$ cat src/verilog/acc_pkg.sv
// Shared types for the accelerator path. Opcode sits in insn[2:0], and only 8 transaction IDs exist
`default_nettype none

package acc_pkg;

  // Operand and result width
  localparam int unsigned XLEN = 32;

  // Scoreboard size and transaction ID width
  localparam int unsigned SB_ENTRIES    = 8;
  localparam int unsigned TRANS_ID_BITS = 3;

  // Illegal instruction cause as seen by the trap logic
  localparam logic [4:0] CAUSE_ILLEGAL_INSTR = 5'd2;

  // Opcode in the low three bits of the instruction word
  // Values 5 to 7 have no operation behind them
  typedef enum logic [2:0] {
    OP_ADD = 3'd0,
    OP_SUB = 3'd1,
    OP_XOR = 3'd2,
    OP_AND = 3'd3,
    OP_MUL = 3'd4
  } acc_op_e;

  // Issue stage payload
  typedef struct packed {
    logic [31:0]              insn;
    logic [XLEN-1:0]          operand_a;
    logic [XLEN-1:0]          operand_b;
    logic [TRANS_ID_BITS-1:0] trans_id;
  } acc_issue_t;

  // Request towards the accelerator
  typedef struct packed {
    logic [31:0]              insn;
    logic [XLEN-1:0]          rs1;
    logic [XLEN-1:0]          rs2;
    logic [TRANS_ID_BITS-1:0] trans_id;
  } acc_req_t;

  // Accelerator answer
  // error set means the opcode was not understood
  typedef struct packed {
    logic [XLEN-1:0]          result;
    logic [TRANS_ID_BITS-1:0] trans_id;
    logic                     error;
  } acc_resp_t;

  // Exception handed back to the commit stage
  typedef struct packed {
    logic [4:0]      cause;
    logic [XLEN-1:0] tval;
    logic            valid;
  } exception_t;

endpackage

`default_nettype wire

$ cat src/verilog/acc_insn_queue.sv
// Fall-through FIFO. Push when full and pop when empty are illegal, and flush wins over a push
`timescale 1ns/10ps
`default_nettype none

module acc_insn_queue #(
  parameter int unsigned DEPTH = 3,
  parameter type         dtype = logic
) (
  input  wire logic                     clk_i,
  input  wire logic                     arst_n_i,
  input  wire logic                     flush_i,
  input  wire logic                     push_i,
  input  wire dtype                     data_i,
  input  wire logic                     pop_i,
  output dtype                          data_o,
  output logic                          empty_o,
  output logic [$clog2(DEPTH+1)-1:0]    usage_o
);

  localparam int unsigned PTR_W = (DEPTH > 1) ? $clog2(DEPTH) : 1;
  localparam int unsigned CNT_W = $clog2(DEPTH + 1);

  dtype             mem_q [DEPTH];
  logic [PTR_W-1:0] wr_ptr_q;
  logic [PTR_W-1:0] rd_ptr_q;
  logic [CNT_W-1:0] count_q;
  logic             full;
  logic             push_ok;
  logic             pop_ok;

  assign full    = (count_q == CNT_W'(DEPTH));
  assign push_ok = push_i && !full;
  // Empty queue lets the pushed word through the same cycle
  assign empty_o = (count_q == '0) && !push_i;
  assign pop_ok  = pop_i && !empty_o;
  assign data_o  = (count_q == '0) ? data_i : mem_q[rd_ptr_q];
  assign usage_o = count_q;

  // Pointers and fill level
  always_ff @(posedge clk_i or negedge arst_n_i) begin
    if (!arst_n_i) begin
      wr_ptr_q <= '0;
      rd_ptr_q <= '0;
      count_q  <= '0;
    end else if (flush_i) begin
      wr_ptr_q <= '0;
      rd_ptr_q <= '0;
      count_q  <= '0;
    end else begin
      if (push_ok) begin
        // Wrap at the last slot, DEPTH need not be a power of two
        wr_ptr_q <= (wr_ptr_q == PTR_W'(DEPTH - 1)) ? '0 : wr_ptr_q + 1'b1;
      end
      if (pop_ok) begin
        rd_ptr_q <= (rd_ptr_q == PTR_W'(DEPTH - 1)) ? '0 : rd_ptr_q + 1'b1;
      end
      count_q <= count_q + CNT_W'(push_ok) - CNT_W'(pop_ok);
    end
  end

  // Storage
  // A fall-through push still lands here but the read pointer skips it
  always_ff @(posedge clk_i) begin
    if (push_ok) begin
      mem_q[wr_ptr_q] <= data_i;
    end
  end

  // Issuer must respect the ready it was given
  assert property (@(posedge clk_i) disable iff (!arst_n_i)
    !(push_i && full && !flush_i))
    else $error("push into full instruction queue");

  // Consumer pops only what it has seen
  assert property (@(posedge clk_i) disable iff (!arst_n_i)
    !(pop_i && empty_o))
    else $error("pop from empty instruction queue");

endmodule

`default_nettype wire

$ cat src/verilog/acc_spec_tracker.sv
// Pending and ready bits per transaction ID. IDs must be unique among instructions in flight
`timescale 1ns/10ps
`default_nettype none

module acc_spec_tracker import acc_pkg::*; (
  input  wire logic                     clk_i,
  input  wire logic                     arst_n_i,
  input  wire logic                     flush_i,
  input  wire logic                     push_i,
  input  wire logic [TRANS_ID_BITS-1:0] push_trans_id_i,
  input  wire logic                     commit_i,
  input  wire logic [TRANS_ID_BITS-1:0] commit_trans_id_i,
  input  wire logic                     issue_i,
  input  wire logic [TRANS_ID_BITS-1:0] issue_trans_id_i,
  input  wire logic [TRANS_ID_BITS-1:0] head_trans_id_i,
  output logic                          head_ready_o
);

  logic [SB_ENTRIES-1:0] pending_d, pending_q;
  logic [SB_ENTRIES-1:0] ready_d, ready_q;
  logic                  commit_hit;

  // Commit only counts for an ID we actually hold
  assign commit_hit = commit_i && pending_q[commit_trans_id_i];

  always_comb begin
    pending_d = pending_q;
    ready_d   = ready_q;
    // New speculative instruction
    if (push_i) begin
      pending_d[push_trans_id_i] = 1'b1;
    end
    // Uncommitted IDs are forgotten, ready ones stay
    if (flush_i) begin
      pending_d = '0;
    end
    // Reached commit so no longer speculative
    if (commit_hit) begin
      pending_d[commit_trans_id_i] = 1'b0;
      ready_d[commit_trans_id_i]   = 1'b1;
    end
    // Left the queue, later than the commit on purpose
    if (issue_i) begin
      ready_d[issue_trans_id_i] = 1'b0;
    end
  end

  always_ff @(posedge clk_i or negedge arst_n_i) begin
    if (!arst_n_i) begin
      pending_q <= '0;
      ready_q   <= '0;
    end else begin
      pending_q <= pending_d;
      ready_q   <= ready_d;
    end
  end

  // Head may go out in its own commit cycle
  assign head_ready_o = ready_q[head_trans_id_i] ||
                        (commit_hit && (commit_trans_id_i == head_trans_id_i));

  // Commit stage should only name IDs that went through the dispatcher
  assert property (@(posedge clk_i) disable iff (!arst_n_i)
    commit_i |-> (pending_q[commit_trans_id_i] || ready_q[commit_trans_id_i]))
    else $warning("commit on unknown transaction ID %0d", commit_trans_id_i);

endmodule

`default_nettype wire

$ cat src/verilog/acc_req_register.sv
// One-entry fall-through register. It takes no new request while it holds one
`timescale 1ns/10ps
`default_nettype none

module acc_req_register import acc_pkg::*; (
  input  wire logic     clk_i,
  input  wire logic     arst_n_i,
  input  wire logic     valid_i,
  output logic          ready_o,
  input  wire acc_req_t data_i,
  output logic          valid_o,
  input  wire logic     ready_i,
  output acc_req_t      data_o
);

  logic     full_q;
  acc_req_t data_q;

  // Empty register is transparent
  assign valid_o = full_q || valid_i;
  assign data_o  = full_q ? data_q : data_i;
  assign ready_o = !full_q;

  // Occupancy
  always_ff @(posedge clk_i or negedge arst_n_i) begin
    if (!arst_n_i) begin
      full_q <= 1'b0;
    end else if (full_q) begin
      // Held request drains once the far side takes it
      if (ready_i) begin
        full_q <= 1'b0;
      end
    end else if (valid_i && !ready_i) begin
      full_q <= 1'b1;
    end
  end

  // Capture a blocked request
  always_ff @(posedge clk_i) begin
    if (!full_q && valid_i && !ready_i) begin
      data_q <= data_i;
    end
  end

  // Accelerator sees a steady request until it takes it
  assert property (@(posedge clk_i) disable iff (!arst_n_i)
    (valid_o && !ready_i) |=> (valid_o && $stable(data_o)))
    else $error("request changed while stalled");

endmodule

`default_nettype wire

$ cat src/verilog/acc_dispatcher.sv
// Dispatch of non-speculative instructions in order. One response per request and no response ready
`timescale 1ns/10ps
`default_nettype none

module acc_dispatcher import acc_pkg::*; #(
  parameter int unsigned QUEUE_DEPTH = 3
) (
  input  wire logic                     clk_i,
  input  wire logic                     arst_n_i,
  input  wire logic                     flush_i,
  // Issue stage
  input  wire logic                     acc_valid_i,
  input  wire acc_issue_t               acc_data_i,
  output logic                          acc_ready_o,
  // Commit stage
  input  wire logic                     acc_commit_i,
  input  wire logic [TRANS_ID_BITS-1:0] acc_commit_trans_id_i,
  // Writeback
  output logic                          acc_valid_o,
  output logic [TRANS_ID_BITS-1:0]      acc_trans_id_o,
  output logic [XLEN-1:0]               acc_result_o,
  output exception_t                    acc_exception_o,
  // Accelerator
  output acc_req_t                      acc_req_o,
  output logic                          acc_req_valid_o,
  input  wire logic                     acc_req_ready_i,
  input  wire acc_resp_t                acc_resp_i,
  input  wire logic                     acc_resp_valid_i
);

  localparam int unsigned USAGE_W = $clog2(QUEUE_DEPTH + 1);

  acc_issue_t         queue_head;
  logic               queue_pop;
  logic               queue_empty;
  logic [USAGE_W-1:0] queue_usage;
  logic               head_ready;
  acc_req_t           acc_req;
  logic               acc_req_valid;
  logic               acc_req_ready;

  // Instruction queue
  acc_insn_queue #(
    .DEPTH (QUEUE_DEPTH),
    .dtype (acc_issue_t)
  ) i_acc_insn_queue (
    .clk_i    (clk_i),
    .arst_n_i (arst_n_i),
    .flush_i  (flush_i),
    .push_i   (acc_valid_i),
    .data_i   (acc_data_i),
    .pop_i    (queue_pop),
    .data_o   (queue_head),
    .empty_o  (queue_empty),
    .usage_o  (queue_usage)
  );

  // Keep one slot spare so a push in flight always fits
  assign acc_ready_o = queue_usage < USAGE_W'(QUEUE_DEPTH - 1);

  // Tracks which IDs have reached commit
  acc_spec_tracker i_acc_spec_tracker (
    .clk_i             (clk_i),
    .arst_n_i          (arst_n_i),
    .flush_i           (flush_i),
    .push_i            (acc_valid_i),
    .push_trans_id_i   (acc_data_i.trans_id),
    .commit_i          (acc_commit_i),
    .commit_trans_id_i (acc_commit_trans_id_i),
    .issue_i           (queue_pop),
    .issue_trans_id_i  (queue_head.trans_id),
    .head_trans_id_i   (queue_head.trans_id),
    .head_ready_o      (head_ready)
  );

  // Queue head repacked as a request
  assign acc_req = '{
    insn:     queue_head.insn,
    rs1:      queue_head.operand_a,
    rs2:      queue_head.operand_b,
    trans_id: queue_head.trans_id
  };

  // Offered only once it is no longer speculative
  assign acc_req_valid = !queue_empty && head_ready;
  assign queue_pop     = acc_req_valid && acc_req_ready;

  acc_req_register i_acc_req_register (
    .clk_i    (clk_i),
    .arst_n_i (arst_n_i),
    .valid_i  (acc_req_valid),
    .ready_o  (acc_req_ready),
    .data_i   (acc_req),
    .valid_o  (acc_req_valid_o),
    .ready_i  (acc_req_ready_i),
    .data_o   (acc_req_o)
  );

  // Response goes straight to writeback
  assign acc_valid_o     = acc_resp_valid_i;
  assign acc_trans_id_o  = acc_resp_i.trans_id;
  assign acc_result_o    = acc_resp_i.result;
  // Any accelerator error is an illegal instruction
  assign acc_exception_o = '{
    cause: CAUSE_ILLEGAL_INSTR,
    tval:  '0,
    valid: acc_resp_i.error
  };

endmodule

`default_nettype wire

$ cat src/verilog/acc_int_accel.sv
// Toy integer unit. One request at a time, ALU ops answer in 1 cycle and MUL in 4 cycles
`timescale 1ns/10ps
`default_nettype none

module acc_int_accel import acc_pkg::*; (
  input  wire logic     clk_i,
  input  wire logic     arst_n_i,
  input  wire acc_req_t req_i,
  input  wire logic     req_valid_i,
  output logic          req_ready_o,
  output acc_resp_t     resp_o,
  output logic          resp_valid_o
);

  acc_op_e                  op;
  logic                     accept;
  logic                     mul_accept;
  logic                     mul_last;
  logic                     busy_q;
  logic [1:0]               step_q;
  logic [XLEN-1:0]          mul_a_q, mul_b_q, mul_acc_q;
  logic [XLEN-1:0]          mul_a_in, mul_b_in, mul_acc_in, mul_sum;
  logic [TRANS_ID_BITS-1:0] mul_id_q;
  logic [XLEN-1:0]          alu_result;
  logic                     alu_error;
  acc_resp_t                resp_q;
  logic                     resp_valid_q;

  assign req_ready_o = !busy_q;
  assign accept      = req_valid_i && req_ready_o;
  assign op          = acc_op_e'(req_i.insn[2:0]);
  assign mul_accept  = accept && (op == OP_MUL);
  // Fourth partial product is being added
  assign mul_last    = busy_q && (step_q == 2'd3);

  // Single-cycle ops, unknown opcodes flagged
  always_comb begin
    alu_error = 1'b0;
    case (op)
      OP_ADD:  alu_result = req_i.rs1 + req_i.rs2;
      OP_SUB:  alu_result = req_i.rs1 - req_i.rs2;
      OP_XOR:  alu_result = req_i.rs1 ^ req_i.rs2;
      OP_AND:  alu_result = req_i.rs1 & req_i.rs2;
      default: begin
        alu_result = '0;
        alu_error  = 1'b1;
      end
    endcase
  end

  // Radix-256 shift-add, first byte taken at acceptance
  always_comb begin
    if (mul_accept) begin
      mul_a_in   = req_i.rs1;
      mul_b_in   = req_i.rs2;
      mul_acc_in = '0;
    end else begin
      mul_a_in   = mul_a_q;
      mul_b_in   = mul_b_q;
      mul_acc_in = mul_acc_q;
    end
    // Low XLEN bits only
    mul_sum = mul_acc_in + mul_a_in * XLEN'(mul_b_in[7:0]);
  end

  // Control
  always_ff @(posedge clk_i or negedge arst_n_i) begin
    if (!arst_n_i) begin
      busy_q       <= 1'b0;
      step_q       <= '0;
      resp_valid_q <= 1'b0;
    end else begin
      resp_valid_q <= accept && !mul_accept;
      if (mul_accept) begin
        busy_q <= 1'b1;
        step_q <= 2'd1;
      end else if (busy_q) begin
        step_q <= step_q + 2'd1;
        if (mul_last) begin
          busy_q       <= 1'b0;
          resp_valid_q <= 1'b1;
        end
      end
    end
  end

  // Datapath
  always_ff @(posedge clk_i) begin
    if (mul_accept || busy_q) begin
      mul_acc_q <= mul_sum;
      mul_a_q   <= mul_a_in << 8;
      mul_b_q   <= mul_b_in >> 8;
    end
    if (mul_accept) begin
      mul_id_q <= req_i.trans_id;
    end
    if (accept && !mul_accept) begin
      resp_q <= '{result: alu_result, trans_id: req_i.trans_id, error: alu_error};
    end else if (mul_last) begin
      resp_q <= '{result: mul_sum, trans_id: mul_id_q, error: 1'b0};
    end
  end

  assign resp_o       = resp_q;
  assign resp_valid_o = resp_valid_q;

  // Multiply latency is fixed at four cycles
  assert property (@(posedge clk_i) disable iff (!arst_n_i)
    mul_accept |-> ##4 resp_valid_o)
    else $error("multiply response not 4 cycles after acceptance");

endmodule

`default_nettype wire

$ cat src/verilog/acc_subsystem.sv
// Dispatcher joined to the toy integer accelerator. Commits must come in issue order
`timescale 1ns/10ps
`default_nettype none

module acc_subsystem import acc_pkg::*; #(
  parameter int unsigned QUEUE_DEPTH = 3
) (
  input  wire logic                     clk_i,
  input  wire logic                     arst_n_i,
  input  wire logic                     flush_i,
  input  wire logic                     acc_valid_i,
  input  wire acc_issue_t               acc_data_i,
  output logic                          acc_ready_o,
  input  wire logic                     acc_commit_i,
  input  wire logic [TRANS_ID_BITS-1:0] acc_commit_trans_id_i,
  output logic                          acc_valid_o,
  output logic [TRANS_ID_BITS-1:0]      acc_trans_id_o,
  output logic [XLEN-1:0]               acc_result_o,
  output exception_t                    acc_exception_o
);

  // Request and response between the two blocks
  acc_req_t  acc_req;
  logic      acc_req_valid;
  logic      acc_req_ready;
  acc_resp_t acc_resp;
  logic      acc_resp_valid;

  acc_dispatcher #(
    .QUEUE_DEPTH (QUEUE_DEPTH)
  ) i_acc_dispatcher (
    .clk_i                 (clk_i),
    .arst_n_i              (arst_n_i),
    .flush_i               (flush_i),
    .acc_valid_i           (acc_valid_i),
    .acc_data_i            (acc_data_i),
    .acc_ready_o           (acc_ready_o),
    .acc_commit_i          (acc_commit_i),
    .acc_commit_trans_id_i (acc_commit_trans_id_i),
    .acc_valid_o           (acc_valid_o),
    .acc_trans_id_o        (acc_trans_id_o),
    .acc_result_o          (acc_result_o),
    .acc_exception_o       (acc_exception_o),
    .acc_req_o             (acc_req),
    .acc_req_valid_o       (acc_req_valid),
    .acc_req_ready_i       (acc_req_ready),
    .acc_resp_i            (acc_resp),
    .acc_resp_valid_i      (acc_resp_valid)
  );

  acc_int_accel i_acc_int_accel (
    .clk_i        (clk_i),
    .arst_n_i     (arst_n_i),
    .req_i        (acc_req),
    .req_valid_i  (acc_req_valid),
    .req_ready_o  (acc_req_ready),
    .resp_o       (acc_resp),
    .resp_valid_o (acc_resp_valid)
  );

endmodule

`default_nettype wire

$ cat config.mk
export PLATFORM = sky130hd
export DESIGN_NAME = acc_subsystem
export DESIGN_NICKNAME = d
export VERILOG_FILES = /design/src/verilog/acc_pkg.sv /design/src/verilog/acc_insn_queue.sv /design/src/verilog/acc_spec_tracker.sv /design/src/verilog/acc_req_register.sv /design/src/verilog/acc_dispatcher.sv /design/src/verilog/acc_int_accel.sv /design/src/verilog/acc_subsystem.sv
export SDC_FILE = /design/constraint.sdc
export NUM_CORES = 1
export LEC_CHECK = 0
export BUFFER_PORTS_ARGS = -buffer_cell sky130_fd_sc_hd__buf_4
export CAP_MARGIN = 25
export CORE_MARGIN = 5
export CORE_UTILIZATION = 35
export DETAILED_ROUTE_END_ITERATION = 10
export GPL_ROUTABILITY_DRIVEN = 0
export GPL_TIMING_DRIVEN = 0
export PLACE_DENSITY_LB_ADDON = 0.25
export SYNTH_ARGS = -nofsm -noshare
export SYNTH_HDL_FRONTEND = slang
export SYNTH_HIERARCHICAL = 1
export SYNTH_SLANG_ARGS = --single-unit
$ cat constraint.sdc
create_clock -name clk_i -period 12.32 [get_ports clk_i]
set_input_delay 1.848 -clock clk_i [delete_from_list [all_inputs] [get_ports clk_i]]
set_output_delay 1.848 -clock clk_i [all_outputs]
set_load 0.05 [all_outputs]
==> results.sh, run 1 <==
export IMPL_clkLatencyLatePin_ns=0.61
export IMPL_required_ns=12.80
export IMPL_wl_um=82010
export IMPL_grt_overflow_total=0
export IMPL_avgSynthCellArea_um2=11.28
export IMPL_clock_fmax_mhz=84.51
export IMPL_dpl_hpwl_um=63230
export IMPL_grt_usage=0.1808
export IMPL_worst_slew_pin_slew_ns=0.9934
export IMPL_core_area_um2=83290
export IMPL_hold_ws_ns=0.4937
export IMPL_antenna_found_initial=0
export IMPL_crit_type="in2reg"
export IMPL_period_needed_ns=11.83
export IMPL_ys_warnings_count=6
export IMPL_cts_root_buffer="clkbuf_16"
export IMPL_critPathArrivalTime_ns=12.31
export IMPL_rsz0062_at_grt="false"
export IMPL_rows=106
export IMPL_fin_ws_ns=0.4866
export IMPL_ios=182
export IMPL_hp_class="reg2reg"
export IMPL_end_kind="register"
export IMPL_rr_startpoint="i_acc_dispatcher/i_acc_insn_queue/rd_ptr_q[1]"
export IMPL_n_antenna_cell=0
export IMPL_cts_buffers=48
export IMPL_ff2ff_setup_slack_ns=0.63
export IMPL_maxCapViolCount=0
export IMPL_slew_headroom=0.3377
export IMPL_grt_pass1_wl_um=126100
export IMPL_cts_sinks=426
export IMPL_whs_endpoint="i_acc_dispatcher/i_acc_spec_tracker/ready_q[6]"
export IMPL_grtUsageMet2=0.2955
export IMPL_holdPathStages=2
export IMPL_die_area_um2=89560
export IMPL_cts_path_max_buffers=3
export IMPL_postCtsSetupBuffers=0
export IMPL_finClkSkew_ns=0.04322
export IMPL_final_nets=3219
export IMPL_setup_viol=0
export IMPL_finalMaxSlewViolations=0
export IMPL_cts_hold_buf=0
export IMPL_use_met3=0.02948
export IMPL_startpoint_type="input port"
export IMPL_tritoncts="built"
export IMPL_grt_max_degree=60
export IMPL_cts_clk_slew_worst_paths_ns=0.06
export IMPL_drc=0
export IMPL_n_fill_cell=7924
export IMPL_slowest_delay_ns=0.77
export IMPL_io_buffers=114
export IMPL_post_route_period_util=0.9605
export IMPL_use_met1=0.2478
export IMPL_hp_start="i_acc_dispatcher/i_acc_spec_tracker/ready_q[6]"
export IMPL_timing_final_hold_violations=0
export IMPL_first_pass_iters=6
export IMPL_die_height_um=299.3
export IMPL_reg2regPathDepth=34
export IMPL_vias=20026
export IMPL_viasPerCell=5.087
export IMPL_syn2layout_area_growth_pct=14.84
export IMPL_drtIter0Drc=1488
export IMPL_ant_nets=0
export IMPL_ctsResizeCount=0
export IMPL_critPathMaxFanout=13
export IMPL_grt_busiest_layer="met2"
export IMPL_initial_utilization=0.3516
export IMPL_pre_cts_slack_ns=0.06376
export IMPL_slowest_stage="buf_1"
export IMPL_crit_path_frequent_cell="fa_1"
export IMPL_reg2reg_to="i_acc_int_accel/resp_o[35]"
export IMPL_die_w_um=299.3
export IMPL_synthCells=2596
export IMPL_status="finished clean"
export IMPL_grt_pass1_vias=20873
export IMPL_syn_area_um2=29290
export IMPL_htree_levels=2
export IMPL_drive_above_1_share=0.1789
export IMPL_wl_per_cell_um=20.83
==> sequential cells by signal, summed over array words and instances (netlist names) <==
register / flops
i_acc_dispatcher/i_acc_insn_queue/wr_ptr_q: 2
i_acc_int_accel/resp_o: 36
i_acc_int_accel/resp_valid_o: 1
i_acc_int_accel/step_q: 2
i_acc_int_accel/mul_acc_q: 32
i_acc_int_accel/busy_q: 1
i_acc_int_accel/mul_b_q: 24
i_acc_dispatcher/i_acc_insn_queue/usage_o: 2
i_acc_int_accel/mul_a_q: 24
i_acc_dispatcher/i_acc_insn_queue/rd_ptr_q: 2
i_acc_dispatcher/i_acc_insn_queue/mem_q: 210
i_acc_dispatcher/i_acc_spec_tracker/ready_q: 8
i_acc_dispatcher/i_acc_req_register/full_q: 1
i_acc_int_accel/mul_id_q: 3
i_acc_dispatcher/i_acc_spec_tracker/pending_q: 8
i_acc_dispatcher/i_acc_req_register/data_q: 70
==> worst max-delay path: cells and delay by family <==
family / cells / cell delay, ns
and+or+nand+nor: 6 / 1.64
muxes: 3 / 1.18
adders and majority gates: 5 / 2.30
xor gates and xnor gates: 1 / 0.46
buffers and inverters: 10 / 3.04
AOI/OAI and AO/OA: 6 / 1.78
==> metrics by stage <==
stage | setup TNS [ns] | cell area [µm²] | util | instances
4_1_cts | 0 | 33620 | 0.4036 | 3936
3_5_place_dp | 0 | 31970 | 0.3838 | 3846
2_1_floorplan | 0 | 29420 | - | 2631
3_3_place_gp | -0.06282 | 31630 | 0.3797 | 3825
6_report | 0 | 33630 | 0.4038 | 3937
5_1_grt | 0 | 33630 | 0.4038 | 3937
==> per-layer routing <==
layer	share of wire	up-vias
li1	-	9285
met1	0.43	9875
met2	0.47	707
met3	0.064	159
met4	0.034	0
met5	0	-
==> worst max path at each step <==
stage / start / to / depth (start not counted)
floorplan: acc_data_i[1] / i_acc_int_accel/resp_o[26] / 32
global placement: acc_data_i[1] / i_acc_int_accel/resp_o[35] / 31
detailed placement: acc_data_i[1] / i_acc_int_accel/resp_o[33] / 32
CTS: acc_data_i[1] / i_acc_int_accel/resp_o[31] / 32
global route: i_acc_dispatcher/i_acc_insn_queue/rd_ptr_q[1] / i_acc_int_accel/resp_o[35] / 34
finish: acc_data_i[1] / i_acc_int_accel/resp_o[35] / 31
==> cell type report <==
type                    instances  area (µm²)  area share
multi-input cells            1759       14690      0.4366
flip-flops and latches        426       12660      0.3763
well taps                    1080        1351     0.04018
clock buffers                  55        1257     0.03739
repair buffers                136        1184     0.03519
plain buffers                 195        1161     0.03452
inverters                     251       944.7     0.02809
clock inverters                35       391.6     0.01164
==> cells in the final DEF, fill, tap and decap left out, types with 9 or more instances in the layout <==
cell	count
edfxtp_1	399
nand2_1	321
inv_1	249
buf_4	191
fa_1	187
nor2_1	158
mux2i_1	135
mux2_2	129
ha_1	108
o21ai_0	83
clkbuf_1	64
a21oi_1	63
o21ai_1	59
xnor2_1	58
and2_1	51
clkbuf_16	48
xor2_1	38
conb_1	37
buf_2	29
dfrtp_1	27
and3_1	27
buf_6	26
a21o_1	26
nand2b_1	21
a31oi_1	18
nor2b_1	17
mux2_1	17
buf_1	16
nor3_1	16
nand3_1	16
o21a_1	16
o221ai_1	10
or2_2	9
Power of run 1 is not shown: default switching activity piles up to over one toggle a cycle in this logic, so the estimate is an artifact.
==> inputs of run 2 (changes only) <==
- BUFFER_PORTS_ARGS: -buffer_cell sky130_fd_sc_hd__buf_4 -> default
- CORE_MARGIN: 5 -> 2
- DONT_BUFFER_PORTS: default -> 1
==> results.sh, run 2 (same netlist as run 1, synthesis figures left out) <==
export IMPL_cts_sinks=426
export IMPL_finalMaxSlewViolations=0
export IMPL_holdPathStages=2
export IMPL_required_ns=12.78
export IMPL_crit_type="in2reg"
export IMPL_fin_ws_ns=0.5847
export IMPL_ant_nets=0
export IMPL_top_register="i_acc_dispatcher/i_acc_insn_queue/mem_q"
export IMPL_dpl_hpwl_um=62990
export IMPL_critPathArrivalTime_ns=12.19
export IMPL_hp_start="i_acc_dispatcher/i_acc_spec_tracker/ready_q[3]"
export IMPL_layout_commonest_cell="edfxtp_1"
export IMPL_clock_fmax_mhz=85.21
export IMPL_cp_depth=31
export IMPL_post_route_period_util=0.9525
export IMPL_critPathMaxFanout=10
export IMPL_clkLatencyLatePin_ns=0.61
export IMPL_rr_startpoint="i_acc_dispatcher/i_acc_insn_queue/rd_ptr_q[1]"
export IMPL_worst_slew_pin_slew_ns=1.062
export IMPL_die_area_um2=86010
export IMPL_tritoncts="built"
export IMPL_cts_root_buffer="clkbuf_16"
export IMPL_highest_layer="met5"
export IMPL_reg2reg_to="i_acc_int_accel/resp_o[35]"
export IMPL_end_kind="register"
export IMPL_htree_levels=2
export IMPL_startpoint_type="input port"
export IMPL_io_buffers=0
export IMPL_maxCapViolCount=0
export IMPL_largest_reg_flops=210
export IMPL_m1WireLength_um=35710
export IMPL_wl_met3_um=5367
export IMPL_path_delay_family="compound AO/OA/AOI/OAI gates"
export IMPL_antenna_found_initial=1
export IMPL_drive_above_1_share=0.1445
export IMPL_met2_length_um=38330
export IMPL_grt_max_degree=60
export IMPL_timing_final_hold_violations=0
export IMPL_setup_viol=0
export IMPL_core_area_um2=83290
export IMPL_cp_buffers_inverters=10
export IMPL_hp_class="reg2reg"
export IMPL_status="finished clean"
export IMPL_pre_cts_slack_ns=0.1443
export IMPL_cts_clk_slew_worst_paths_ns=0.06
export IMPL_cts_hold_buf=0
export IMPL_whs_endpoint="i_acc_dispatcher/i_acc_spec_tracker/ready_q[3]"
export IMPL_grt_pass1_vias=19978
export IMPL_drc=0
export IMPL_die_w_um=293.3
export IMPL_grt_usage=0.1893
export IMPL_wl_per_cell_um=21.36
export IMPL_slowest_delay_ns=0.68
export IMPL_die_height_um=293.3
export IMPL_ctsResizeCount=0
export IMPL_cts_path_max_buffers=3
export IMPL_final_nets=3104
export IMPL_ff2ff_setup_slack_ns=0.74
export IMPL_grt_overflow_total=0
export IMPL_postCtsSetupBuffers=0
export IMPL_slowest_stage="o21ai_1"
export IMPL_syn2layout_area_growth_pct=11.78
export IMPL_final_cell_mix="edfxtp_1, nand2_1, inv_1, fa_1, nor2_1"
export IMPL_initial_utilization=0.3516
export IMPL_vias=19606
export IMPL_rsz0062_at_grt="false"
export IMPL_cts_buffers=47
export IMPL_slew_headroom=0.2921
export IMPL_rows=106
export IMPL_drtIter0Drc=1409
export IMPL_viasPerCell=5.130
export IMPL_ios=182
export IMPL_reg2regPathDepth=35
export IMPL_wl_um=81640
export IMPL_finClkSkew_ns=0.03537
export IMPL_grt_pass1_wl_um=124300
export IMPL_period_needed_ns=11.74
export IMPL_first_pass_iters=5
export IMPL_tns_ns=0
export IMPL_crit_path_frequent_cell="fa_1"
## run 2: worst min-delay path: stages, from the launching register on
cell and delay [ns]:
dfrtp_1 0.34, nand2_1 0.05, o21ai_0 0.06
## run 2: worst max path at each step
stage	start	to	slack, ns
floorplan	acc_data_i[1]	i_acc_int_accel/resp_o[26]	2.72
global placement	acc_data_i[1]	i_acc_int_accel/resp_o[35]	0.08
detailed placement	acc_commit_trans_id_i[0]	i_acc_int_accel/resp_o[35]	0.14
CTS	i_acc_dispatcher/i_acc_insn_queue/rd_ptr_q[1]	i_acc_int_accel/resp_o[35]	0.66
global route	i_acc_dispatcher/i_acc_insn_queue/rd_ptr_q[1]	i_acc_int_accel/resp_o[35]	0.19
finish	acc_commit_trans_id_i[0]	i_acc_int_accel/resp_o[35]	0.58
## run 2: layout make-up
cell class                 count  area (µm²)
tap                         1080        1351
inverter                     251       944.7
sequential                   426       12660
clock buffer                  57        1255
antenna                        2       5.005
fill                        8002       50550
buffer                       195        1162
clock inverter                30       356.6
multi-input combinational   1759       14690
timing repair buffer          22       320.3
## run 2: per-stage QoR
| stage | instance area, µm² | hold WS, ns | utilization | cells |
|---|---|---|---|---|
| global placement | 30770 | 0.4567 | 0.3694 | 3711 |
| floorplan | 29420 | 0.4435 | - | 2631 |
| detailed placement | 31120 | 0.4695 | 0.3736 | 3733 |
| CTS | 32730 | 0.4842 | 0.3930 | 3820 |
| global route | 32730 | 0.5093 | 0.3930 | 3820 |
| finish | 32740 | 0.4844 | 0.3931 | 3822 |
## run 2: routing by layer
metal  up-vias  GRT usage
li1       9056          -
met1      9776     0.2529
met2       648     0.3133
met3       124    0.03714
met4         2    0.05314
met5         -          0
Power of run 2 is left out for the same reason.
==> inputs of run 3 (changes only) <==
- SYNTH_HIERARCHICAL: 1 -> default
==> results.sh, run 3 <==
export IMPL_syn2layout_area_growth_pct=12.52
export IMPL_cts_hold_buf=0
export IMPL_synth_top_area_share=0.4154
export IMPL_die_height_um=291.1
export IMPL_hp_class="reg2reg"
export IMPL_synth_edf_count=399
export IMPL_vias=21022
export IMPL_ant_nets=0
export IMPL_n_fill_cell=7885
export IMPL_ios=182
export IMPL_largest_reg_flops=210
export IMPL_drtIter0Drc=1956
export IMPL_synthCells=2720
export IMPL_die_area_um2=84720
export IMPL_top_register="i_acc_dispatcher.i_acc_insn_queue.mem_q"
export IMPL_grt_pass1_wl_um=132000
export IMPL_end_kind="register"
export IMPL_required_ns=12.67
export IMPL_crit_path_end="i_acc_int_accel.resp_o[34]"
export IMPL_cts_root_buffer="clkbuf_16"
export IMPL_maxCapViolCount=0
export IMPL_grt_usage=0.2039
export IMPL_multi_input_area_um2=14460
export IMPL_crit_type="reg2reg"
export IMPL_timing_final_hold_violations=0
export IMPL_drc=0
export IMPL_layout_commonest_cell="edfxtp_1"
export IMPL_ys_warnings_count=0
export IMPL_first_pass_iters=5
export IMPL_postSynth_asyncResetShare=0.06338
export IMPL_grt_overflow_total=0
export IMPL_postCtsSetupBuffers=0
export IMPL_slowest_delay_ns=0.93
export IMPL_status="finished clean"
export IMPL_wl_um=88050
export IMPL_initial_utilization=0.3524
export IMPL_synth_flop_cell="edfxtp_1"
export IMPL_setup_viol=0
export IMPL_regArea_um2=12660
export IMPL_reg2reg_to="i_acc_int_accel.resp_o[34]"
export IMPL_clock_fmax_mhz=95.08
export IMPL_die_w_um=291.1
export IMPL_critPathMaxFanout=10
export IMPL_synthTopCellsByArea="edfxtp_1, fa_1, ha_1"
export IMPL_rr_startpoint="i_acc_dispatcher.i_acc_insn_queue.usage_o[1]"
export IMPL_startpoint="i_acc_dispatcher.i_acc_insn_queue.usage_o[1]"
export IMPL_rows=105
export IMPL_ff2ff_setup_slack_ns=1.80
export IMPL_grt_pass1_vias=21169
export IMPL_cts_path_max_buffers=3
export IMPL_clkLatencyLatePin_ns=0.62
export IMPL_avgSynthCellArea_um2=10.60
export IMPL_synth_commonest_cells="edfxtp_1, nand2_1, inv_1"
export IMPL_syn_area_um2=28840
export IMPL_grt_max_degree=66
export IMPL_finClkSkew_ns=0.02382
export IMPL_slowest_stage="o41ai_1"
export IMPL_core_area_um2=81850
export IMPL_cts_sinks=426
export IMPL_rsz0062_at_grt="false"
export IMPL_io_buffers=0
export IMPL_synth_seq_cells=426
export IMPL_yosysMostFrequentCell="edfxtp_1"
export IMPL_cts_buffers=51
export IMPL_tns_ns=0
export IMPL_wl_per_cell_um=22.24
export IMPL_htree_levels=2
export IMPL_cts_clk_slew_worst_paths_ns=0.06
export IMPL_synth_cell_types=83
export IMPL_final_nets=3250
export IMPL_viasPerCell=5.310
export IMPL_yosysTopAreaCell="edfxtp_1"
export IMPL_slew_headroom=0.2786
export IMPL_finalMaxSlewViolations=0
export IMPL_drive_above_1_share=0.09727
export IMPL_reg2regPathDepth=32
export IMPL_final_cell_mix="edfxtp_1, nand2_1, inv_1, nor2_1, fa_1"
export IMPL_antenna_found_initial=3
export IMPL_startpoint_type="register"
export IMPL_ctsResizeCount=0
export IMPL_period_needed_ns=10.52
export IMPL_tritoncts="built"
export IMPL_dpl_hpwl_um=68530
export IMPL_post_route_period_util=0.8537
export IMPL_critPathArrivalTime_ns=10.87
export IMPL_n_antenna_cell=0
export IMPL_ys_seq_area_frac=0.4388
export IMPL_worst_slew_pin_slew_ns=1.082
-- run 3: worst min path at each step --
stage | startpoint | endpoint | slack (ns) | cells past startpoint
4_1_cts | i_acc_int_accel.mul_b_q[21] | i_acc_int_accel.mul_b_q[13] | 0.51 | 2
2_1_floorplan | i_acc_dispatcher.i_acc_spec_tracker.ready_q[4] | i_acc_dispatcher.i_acc_spec_tracker.ready_q[4] | 0.48 | 2
3_3_place_gp | i_acc_int_accel.mul_b_q[16] | i_acc_int_accel.mul_b_q[8] | 0.50 | 2
3_5_place_dp | i_acc_int_accel.mul_b_q[21] | i_acc_int_accel.mul_b_q[13] | 0.51 | 2
6_report | i_acc_int_accel.mul_b_q[21] | i_acc_int_accel.mul_b_q[13] | 0.51 | 2
5_1_grt | i_acc_int_accel.mul_b_q[17] | i_acc_int_accel.mul_b_q[9] | 0.53 | 2
-- run 3: cells by family after synthesis --
family | after synthesis | share of synthesized area
AOI/OAI and AO/OA | 555 | 0.1217
adders and majority gates | 295 | 0.1766
xor gates and xnor gates | 100 | 0.03037
DFF | 426 | 0.4388
muxes | 131 | 0.04767
and+or+nand+nor | 777 | 0.1187
buffers and inverters | 434 | 0.06581
other | 2 | 0.0002604
-- run 3: cell type report --
| cell class | count | area share |
|---|---|---|
| flip-flops and latches | 426 | 0.3900 |
| well taps | 1070 | 0.04125 |
| inverters | 274 | 0.03177 |
| clock buffers | 61 | 0.04144 |
| clock inverters | 33 | 0.009985 |
| plain buffers | 160 | 0.02672 |
| repair buffers | 40 | 0.01330 |
| multi-input cells | 1895 | 0.4455 |
-- run 3: critical path: cells and delay by family, from the launching register on --
family / cells / cell delay (ns)
flops: 1 / 0.40
xor+xnor: 1 / 0.15
simple gates: 7 / 1.51
compound gates: 9 / 3.02
buf+inv: 10 / 2.82
fa+ha+maj: 5 / 2.35
-- run 3: metrics by stage --
| step | cells | area [µm²] | setup WS [ns] | hold slack (ns) | util |
|---|---|---|---|---|---|
| floorplan | 2755 | 28970 | 3.636 | 0.4849 | - |
| global placement | 3825 | 30310 | 0.6187 | 0.4990 | 0.3704 |
| detailed placement | 3864 | 30780 | 1.386 | 0.5052 | 0.3761 |
| CTS | 3958 | 32450 | 1.753 | 0.5148 | 0.3965 |
| global route | 3959 | 32450 | 1.215 | 0.5324 | 0.3965 |
| finish | 3959 | 32450 | 1.802 | 0.5138 | 0.3965 |
-- run 3: per-layer routing --
metal | GRT usage | routed length [µm] | up-vias
met1 | 0.2710 | 37350 | 10404
li1 | - | - | 9613
met2 | 0.3363 | 41550 | 861
met4 | 0.07191 | 2787 | 0
met3 | 0.03405 | 6356 | 144
met5 | 0 | 0 | -
Power of run 3 is left out for the same reason.
